==> src/hw/mem_bus_pkg.sv <==
package mem_bus_pkg;

    // byte address on both the cache side and the memory side
    typedef logic [31:0] addr_t;

    // one beat on the burst memory bus
    typedef logic [63:0] beat_t;

    // one full cache line
    typedef logic [255:0] line_t;

    localparam int BURST_LEN        = 4;    // beats per line
    localparam int LINE_OFFSET_BITS = 5;    // 32 bytes per line

    // counts beats within one line transfer
    typedef logic [1:0] beat_cnt_t;

endpackage : mem_bus_pkg

==> src/hw/arb_pkg.sv <==
package arb_pkg;

    typedef enum logic [1:0] {
        ARB_IDLE    = 2'b00,
        ARB_SERVE_I = 2'b01,    // instruction port owns the adapter
        ARB_SERVE_D = 2'b10     // data port owns the adapter
    } arb_state_t;

    typedef enum logic [1:0] {
        BURST_IDLE        = 2'b00,
        BURST_READ_WAIT   = 2'b01,
        BURST_WRITE_BEATS = 2'b10,
        BURST_DONE        = 2'b11
    } burst_state_t;

    typedef enum logic {
        OWNER_I = 1'b0,
        OWNER_D = 1'b1
    } owner_t;

endpackage : arb_pkg

==> src/hw/line_arbiter.sv <==
`timescale 1ns/1ps

module line_arbiter
import mem_bus_pkg::*, arb_pkg::*;
#(
    parameter logic D_FIRST = 1'b1      // data port wins a tie when set
)
(
    input   logic       clk,
    input   logic       rst,

    // instruction requester
    input   addr_t      i_addr_i,
    input   logic       i_read_i,
    output  line_t      i_rdata_o,
    output  logic       i_resp_o,

    // data requester
    input   addr_t      d_addr_i,
    input   logic       d_read_i,
    input   logic       d_write_i,
    input   line_t      d_wdata_i,
    output  line_t      d_rdata_o,
    output  logic       d_resp_o,

    // line transfer to the burst adapter
    output  addr_t      xfer_addr_o,
    output  logic       xfer_read_o,
    output  logic       xfer_write_o,
    output  line_t      xfer_wdata_o,
    input   line_t      xfer_rdata_i,
    input   logic       xfer_done_i
);

    arb_state_t state, state_next;
    owner_t     owner, owner_next;

    logic       i_req;
    logic       d_req;
    logic       busy;           // a grant is active
    logic       resp_cycle;     // resp is being driven this cycle
    addr_t      sel_addr;

    assign i_req      = i_read_i;
    assign d_req      = d_read_i | d_write_i;
    assign busy       = (state != ARB_IDLE);
    assign resp_cycle = i_resp_o | d_resp_o;

    always_comb begin
        state_next = state;
        owner_next = owner;
        case (state)
            ARB_IDLE: begin
                // the finished requester still holds its request during resp
                if (!resp_cycle) begin
                    if (d_req && (D_FIRST || !i_req)) begin
                        state_next = ARB_SERVE_D;
                        owner_next = OWNER_D;
                    end else if (i_req) begin
                        state_next = ARB_SERVE_I;
                        owner_next = OWNER_I;
                    end
                end
            end
            ARB_SERVE_I, ARB_SERVE_D: begin
                if (xfer_done_i) begin
                    state_next = ARB_IDLE;
                end
            end
            default: begin
                state_next = ARB_IDLE;
            end
        endcase
    end

    // route the owner's command to the adapter
    assign sel_addr     = (owner == OWNER_D) ? d_addr_i : i_addr_i;
    assign xfer_addr_o  = {sel_addr[$bits(addr_t)-1:LINE_OFFSET_BITS],
                           {LINE_OFFSET_BITS{1'b0}}};       // line aligned
    assign xfer_read_o  = busy && ((owner == OWNER_D) ? d_read_i : i_read_i);
    assign xfer_write_o = busy && (owner == OWNER_D) && d_write_i;
    assign xfer_wdata_o = d_wdata_i;                        // only the data port writes

    always_ff @(posedge clk) begin
        if (rst) begin
            state    <= ARB_IDLE;
            owner    <= OWNER_I;
            i_resp_o <= 1'b0;
            d_resp_o <= 1'b0;
        end else begin
            state    <= state_next;
            owner    <= owner_next;
            i_resp_o <= busy && xfer_done_i && (owner == OWNER_I);
            d_resp_o <= busy && xfer_done_i && (owner == OWNER_D);
        end
    end

    // line data for the owner in its resp cycle
    always_ff @(posedge clk) begin
        if (busy && xfer_done_i) begin
            if (owner == OWNER_I) begin
                i_rdata_o <= xfer_rdata_i;
            end else begin
                d_rdata_o <= xfer_rdata_i;
            end
        end
    end

endmodule : line_arbiter

==> src/hw/burst_adapter.sv <==
`timescale 1ns/1ps

module burst_adapter
import mem_bus_pkg::*, arb_pkg::*;
(
    input   logic       clk,
    input   logic       rst,

    // line transfer from the arbiter held until done
    input   addr_t      xfer_addr_i,
    input   logic       xfer_read_i,
    input   logic       xfer_write_i,
    input   line_t      xfer_wdata_i,
    output  line_t      xfer_rdata_o,
    output  logic       xfer_done_o,

    // burst memory
    output  addr_t      bmem_addr_o,
    output  logic       bmem_read_o,
    output  logic       bmem_write_o,
    output  beat_t      bmem_wdata_o,
    input   logic       bmem_ready_i,
    input   beat_t      bmem_rdata_i,
    input   logic       bmem_rvalid_i
);

    burst_state_t   state, state_next;
    beat_cnt_t      beat_cnt;
    logic           last_beat;
    logic           beat_move;      // a beat moves this cycle
    line_t          rd_line;

    assign last_beat = (beat_cnt == beat_cnt_t'(BURST_LEN - 1));

    always_comb begin
        state_next   = state;
        bmem_read_o  = 1'b0;
        bmem_write_o = 1'b0;
        xfer_done_o  = 1'b0;
        beat_move    = 1'b0;
        case (state)
            BURST_IDLE: begin
                if (xfer_read_i) begin
                    // command goes out only on a ready cycle
                    bmem_read_o = bmem_ready_i;
                    if (bmem_ready_i) begin
                        state_next = BURST_READ_WAIT;
                    end
                end else if (xfer_write_i) begin
                    state_next = BURST_WRITE_BEATS;
                end
            end
            BURST_READ_WAIT: begin
                beat_move = bmem_rvalid_i;      // gaps allowed between beats
                if (bmem_rvalid_i && last_beat) begin
                    state_next = BURST_DONE;
                end
            end
            BURST_WRITE_BEATS: begin
                bmem_write_o = 1'b1;
                beat_move    = bmem_ready_i;    // stalls hold the current beat
                if (bmem_ready_i && last_beat) begin
                    state_next = BURST_DONE;
                end
            end
            BURST_DONE: begin
                xfer_done_o = 1'b1;             // single pulse per transfer
                state_next  = BURST_IDLE;
            end
            default: begin
                state_next = BURST_IDLE;
            end
        endcase
    end

    // address is already line aligned by the arbiter
    assign bmem_addr_o  = xfer_addr_i;
    assign bmem_wdata_o = xfer_wdata_i[beat_cnt * $bits(beat_t) +: $bits(beat_t)];

    always_ff @(posedge clk) begin
        if (rst) begin
            state    <= BURST_IDLE;
            beat_cnt <= '0;
        end else begin
            state <= state_next;
            if (state == BURST_IDLE) begin
                beat_cnt <= '0;
            end else if (beat_move) begin
                beat_cnt <= beat_cnt + 1'b1;
            end
        end
    end

    // lowest beat arrives first and shifts down to the low bits
    always_ff @(posedge clk) begin
        if ((state == BURST_READ_WAIT) && bmem_rvalid_i) begin
            rd_line <= {bmem_rdata_i, rd_line[$bits(line_t)-1:$bits(beat_t)]};
        end
    end

    assign xfer_rdata_o = rd_line;

endmodule : burst_adapter

==> src/hw/line_mem_top.sv <==
`timescale 1ns/1ps

module line_mem_top
import mem_bus_pkg::*;
#(
    parameter logic D_FIRST = 1'b1      // tie priority for the arbiter
)
(
    input   logic       clk,
    input   logic       rst,

    // instruction port
    input   addr_t      i_addr_i,
    input   logic       i_read_i,
    output  line_t      i_rdata_o,
    output  logic       i_resp_o,

    // data port
    input   addr_t      d_addr_i,
    input   logic       d_read_i,
    input   logic       d_write_i,
    input   line_t      d_wdata_i,
    output  line_t      d_rdata_o,
    output  logic       d_resp_o,

    // burst memory
    output  addr_t      bmem_addr_o,
    output  logic       bmem_read_o,
    output  logic       bmem_write_o,
    output  beat_t      bmem_wdata_o,
    input   logic       bmem_ready_i,
    input   beat_t      bmem_rdata_i,
    input   logic       bmem_rvalid_i
);

    addr_t  xfer_addr;
    logic   xfer_read;
    logic   xfer_write;
    line_t  xfer_wdata;
    line_t  xfer_rdata;
    logic   xfer_done;

    line_arbiter #(
        .D_FIRST        (D_FIRST)
    ) i_line_arbiter (
        .clk            (clk),
        .rst            (rst),
        .i_addr_i       (i_addr_i),
        .i_read_i       (i_read_i),
        .i_rdata_o      (i_rdata_o),
        .i_resp_o       (i_resp_o),
        .d_addr_i       (d_addr_i),
        .d_read_i       (d_read_i),
        .d_write_i      (d_write_i),
        .d_wdata_i      (d_wdata_i),
        .d_rdata_o      (d_rdata_o),
        .d_resp_o       (d_resp_o),
        .xfer_addr_o    (xfer_addr),
        .xfer_read_o    (xfer_read),
        .xfer_write_o   (xfer_write),
        .xfer_wdata_o   (xfer_wdata),
        .xfer_rdata_i   (xfer_rdata),
        .xfer_done_i    (xfer_done)
    );

    burst_adapter i_burst_adapter (
        .clk            (clk),
        .rst            (rst),
        .xfer_addr_i    (xfer_addr),
        .xfer_read_i    (xfer_read),
        .xfer_write_i   (xfer_write),
        .xfer_wdata_i   (xfer_wdata),
        .xfer_rdata_o   (xfer_rdata),
        .xfer_done_o    (xfer_done),
        .bmem_addr_o    (bmem_addr_o),
        .bmem_read_o    (bmem_read_o),
        .bmem_write_o   (bmem_write_o),
        .bmem_wdata_o   (bmem_wdata_o),
        .bmem_ready_i   (bmem_ready_i),
        .bmem_rdata_i   (bmem_rdata_i),
        .bmem_rvalid_i  (bmem_rvalid_i)
    );

endmodule : line_mem_top

==> config.mk <==
export PLATFORM = sky130hd
export DESIGN_NAME = line_mem_top
export DESIGN_NICKNAME = d
export VERILOG_FILES = /design/src/hw/mem_bus_pkg.sv /design/src/hw/arb_pkg.sv /design/src/hw/line_arbiter.sv /design/src/hw/burst_adapter.sv /design/src/hw/line_mem_top.sv
export SDC_FILE = /design/constraint.sdc
export NUM_CORES = 1
export LEC_CHECK = 0
export ABC_AREA = 1
export BUFFER_PORTS_ARGS = -buffer_cell sky130_fd_sc_hd__buf_2
export CAP_MARGIN = 30
export CORE_AREA = 5 5 382 384
export CTS_CLUSTER_DIAMETER = 30
export DETAILED_ROUTE_END_ITERATION = 12
export DIE_AREA = 0 0 387 389
export GPL_ROUTABILITY_DRIVEN = 0
export PLACE_DENSITY = 0.39
export REMOVE_ABC_BUFFERS = 1
export SLEW_MARGIN = 20
export SYNTH_ARGS = -nofsm -noshare
export SYNTH_HDL_FRONTEND = slang
export SYNTH_SLANG_ARGS = --single-unit
==> constraint.sdc <==
create_clock -name clk -period 23 [get_ports clk]
set_clock_uncertainty 0.1 [all_clocks]
set_input_delay 4.6 -clock clk [delete_from_list [all_inputs] [get_ports clk]]
set_output_delay 4.6 -clock clk [all_outputs]
set_load 0.02 [all_outputs]
## Word level (Yosys, flattened, before mapping)

Index checks and enable logic that the tools add are counted.

| operators by class | value |
|---|---|
| multiplexer cells | 20 |
| $add $sub $neg | 1 |
| bitwise operators | 4 |
| reduce and logical (&&, ||, !) cells | 20 |
| equality and inequality tests | 13 |
| shift operators | 1 |

Operators by type and width:

| cell | number |
|---|---|
| $shiftx 256x9->64 | 1 |
| $mux 32 | 1 |
| $mux 2 | 9 |
| $logic_and 1x1->1 | 9 |
| $eq 2x2->1 const B | 4 |
| $pmux 2 s4 | 1 |
| $mux 1 | 7 |
| $ne 2x1->1 const B | 3 |
| $reduce_and 3->1 | 2 |
| $eq 2x1->1 const B | 2 |
| $logic_not 2->1 | 2 |
| $pmux 2 s2 | 1 |
| $reduce_and 2->1 | 2 |
| $reduce_and 4->1 | 1 |
| $reduce_bool 2->1 | 2 |
| $reduce_or 2->1 | 2 |
| $ne 3x1->1 const B | 1 |
| $ne 3x2->1 const B | 1 |
| $ne 3x3->1 const B | 1 |
| $add 2x1->2 const B | 1 |
| $ne 2x2->1 const B | 1 |
| $not 1->1 | 2 |
| $or 1x1->1 | 2 |
| $pmux 1 s2 | 1 |

| word-level totals | value |
|---|---|
| register bits | 777 |
| output and inout bits | 612 |
| logic and storage cells | 68 |

## Longest topological paths before layout

| depth | value |
|---|---|
| depth after elaboration | 6 |
| gate-level depth with buffers | 11 |

## Cells and area by module

A second synthesis with hierarchy kept.

| unflattened totals | value |
|---|---|
| cell total of the unflattened synthesis | 1,606 |
| area, all modules | 28,011.9 um2 |

By module, submodules not included:

| module | area an instance (um2) | instances | cells an instance |
|---|---|---|---|
| line_arbiter | 17,971.0 | 1 | 903 |
| burst_adapter | 10,040.9 | 1 | 703 |

## Worst setup path after synthesis

Ideal clock, no wire load.

| timing path | value |
|---|---|
| path kind | reg2reg |
| from | register i_line_arbiter.state[0] |
| to | register i_line_arbiter.d_rdata_o[0] (enable) |
| stages on the path, launching flop included | 6 |
| path buffers | 0 |
| setup time | 877 ps |
| slack | 10,639 ps |
| arrival | 11,384 ps |
| clock period less this slack | 12,361 ps |
| cells stage by stage | dfxtp_1 -> inv_1 -> ha_1 -> inv_1 -> nand2_1 -> nor2_1 |

| on the way | value |
|---|---|
| longest elaborated chain between the ends | 3 |

Ends and longest elaborated chain:

| element | RTL line | text |
|---|---|---|
| start, declared | line_arbiter.sv:35 | `arb_state_t state, state_next;` |
| start signal, assigned | line_arbiter.sv:91 | `state <= state_next;` |
| $reduce_bool 2->1 | line_arbiter.sv:46 | `assign busy = (state != ARB_IDLE);` |
| $logic_and 1x1->1 | line_arbiter.sv:100 | `if (busy && xfer_done_i) begin` |
| $reduce_and 2->1 (no source line) | n/a |  |
| end signal, assigned | line_arbiter.sv:104 | `d_rdata_o <= xfer_rdata_i;` |
| end, declared | line_arbiter.sv:23 | `output line_t d_rdata_o,` |

No other way between the ends.
A chain may end at the register's enable or synchronous reset.

## Final worst setup path

| timing path | value |
|---|---|
| from | input port d_wdata_i[186] |
| to | output port bmem_wdata_o[58] |

| on the way | value |
|---|---|
| longest elaborated chain between the ends | 1 |

Ends and longest elaborated chain:

| element | RTL line | text |
|---|---|---|
| start, declared | line_mem_top.sv:22 | `input line_t d_wdata_i,` |
| $shiftx 256x9->64 | burst_adapter.sv:78 | `assign bmem_wdata_o = xfer_wdata_i[beat_cnt * $bits(beat_t) +: $bits(beat_t)];` |
| end, declared | line_mem_top.sv:30 | `output beat_t bmem_wdata_o,` |

No other way between the ends.

==> impl_results.md <==
- Lkg Pwr: 15.1 nW
- Area after DPL: 33100 um2
- R2R setup slack: 18.77 ns
- Status: completed
- Hold Crit Depth: 0
- DRT Wirelength: 116 mm
- Crit path arrival time: 5.92 ns
- Synth Register Bits: 777
- Slew headroom: 25.0%
- Hold WC Path Type: flip-flop to flip-flop
- Final Hold Viols: 0
- Worst-path clk slew: 0.05 ns
- Drt pass-1 iters: 6
- Share of cells above drive strength 1: 50.0%
- Post-CTS setup buffer count: 0
- CORE AREA: 142000 um2
- Pwr/cell area: 120 nW/um2
- Num Clock Sinks: 777
- Root buffer cell: clkbuf_16
- VDD IR max: 0.0652 mV
- Worst setup EP type: output port
- Top area cells in the synthesized netlist: edfxtp_1 89%, nor2_1 2.0%, o21ai_0 1.7%
- Setup CP Type: input port to output port
- Finished layout cell area: 39500 um2
- R2R Path Start: i_line_arbiter.state[0]
- Sequential cell area fraction in the yosys report: 89.9%
- Deepest clock path buffer count: 3
- Die height: 389 um
- 1st-iter DRT viols: 1634
- Drt drc: 0
- Rows: 139
- Max FO, Critical Path: 1
- Die width: 387 um
- Fillers: 14600
- RSZ-0062 raised after global routing: no
- Post_cts resized: 0
- All-layer global routing usage: 14.7%
- Endpoint of the worst register-to-register path: i_line_arbiter.d_rdata_o[8]
- Setup violators final: 0
- WL per Instance: 25.5 um
- Commonest non-fill, non-tap cell in the layout: buf_2
- Most frequent cells in the layout: 987 x buf_2, 768 x edfxtp_1, 185 x clkbuf_16
- Drt via density: 3.83
- Largest net degree at the start of global routing: 75
- # nets final: 2863
- Warnings from Yosys: 0
- CTS tree: done
- Period utilisation layout: 46.2%
- Worst skew pair latency: 0.77 ns
- Crit path launch type: input port
- Post-DP HPWL: 89.7 mm
- Mean Syn Cell Area: 19.6 um2
- Setup tns final: 0 ns
- Yosys top cell area share: 89.3%
- Yosys top cell by area: edfxtp_1
- IO Port Bufs: 987
- Yosys cell types: 21
- Period minus WS final: 10.62 ns
- FMAX: 94.2 MHz
- Area delta synth->final: 52.9%
- Total grt overflow: 0
- Initial antenna violation count: 31
- Reg2reg path depth: 8
- First-pass GRT wire length: 151 mm
- Req. time, crit path: 18.30 ns
- Number of global-route vias before repair: 17300
- Synthesized instance count: 1319
- Hold Crit Endpoint: i_line_arbiter.i_rdata_o[37]
- Slew Viols, Final: 0
- Mapped Area: 25800 um2
- Hold_sp: i_burst_adapter.xfer_rdata_o[37]
- Die ar.: 151000 um2
- Total CTS buffers: 184
- Via count: 17400
- Cts hold-fix bufs: 0
- Actual slew at the worst max-slew pin: 1.11 ns
- Post-route ant nets: 0
- I/O Pins: 1003
- Starting Density: 18.1%
- MaxCap Viol Count: 0
- H-Tree Depth: 4
[Yosys cell counts, drive strengths merged]
library cell / n
nor2: 139
conb: 1
a21oi: 4
inv: 19
edfxtp: 768
nor3: 3
nand2: 111
nand3: 8
clkbuf: 21
dfxtp: 9
o21ai: 133
o22ai: 64
buf: 32
ha: 7
[per-layer routing]
metal / global-route usage [%] / routed length [um] / vias up
met3: 9.14 / 16800 / 211
met4: 4.49 / 2940 / 20
li1: - / - / 7433
met5: 0 / 280 / -
met2: 20.7 / 48500 / 1145
met1: 18.6 / 47100 / 8583
[kinds of logic (layout without fill, tap and decap cells)]
kind of cell	count (synthesis)	count (layout)	share of synthesized area [%]
other	1	19	0.0145
buffers and inverters	72	1371	1.63
adders and majority gates	7	7	0.339
AOI/OAI and AO/OA	201	201	4.20
and+or+nand+nor	261	261	3.86
DFF	777	777	89.9
[critical path, cell delays in order]
cell     delay [ns]
buf_2          0.09
o21ai_0        0.85
o22ai_1        0.17
buf_2          0.21
[how the worst max path moves through the flow]
stage	start	cells after the start	endpoint
2_1_floorplan	i_line_arbiter.owner	3	i_line_arbiter.i_rdata_o[0]
3_3_place_gp	d_wdata_i[186]	4	bmem_wdata_o[58]
3_5_place_dp	d_wdata_i[186]	4	bmem_wdata_o[58]
4_1_cts	d_wdata_i[186]	4	bmem_wdata_o[58]
5_1_grt	d_wdata_i[186]	4	bmem_wdata_o[58]
6_report	d_wdata_i[186]	4	bmem_wdata_o[58]
[power breakdown]
group          internal (mW)  total (mW)  leakage [nW]  switching, mW
Sequential              1.70        1.75          7.00         0.0566
Combinational         0.0952       0.370          5.07          0.275
Clock                   1.77        2.60          3.06          0.840
Total                   3.56        4.73          15.1           1.17
[registers in the layout, summed over array words and instances (netlist names)]
name,cells
i_burst_adapter.xfer_rdata_o,256
i_burst_adapter.beat_cnt,2
i_line_arbiter.d_resp_o,1
i_line_arbiter.d_rdata_o,256
i_line_arbiter.state,2
i_line_arbiter.i_rdata_o,256
i_burst_adapter.state,2
i_line_arbiter.owner,1
i_line_arbiter.i_resp_o,1
[stage by stage]
step,setup WS [ns],hold slack [ns],std cells,power [mW],utilization (%)
2_1_floorplan,10.19,0.321,1270,1.95,-
3_3_place_gp,12.64,0.323,4179,2.14,23.2
3_5_place_dp,12.64,0.330,4182,2.14,23.2
4_1_cts,12.64,0.310,4525,4.79,27.7
5_1_grt,12.49,0.321,4526,4.91,27.7
6_report,12.38,0.316,4539,4.73,27.7
[cell type report]
class	count	area [um2]	area share, %
timing repair buffer	1009	5160	13.1
inverter	19	81.3	0.206
multi-input combinational	474	2210	5.58
sequential	777	23200	58.8
tap	1903	2380	6.03
antenna	14	35.0	0.0887
clock buffer	202	4690	11.9
clock inverter	141	1710	4.33
(Power assumes the default switching activity.)
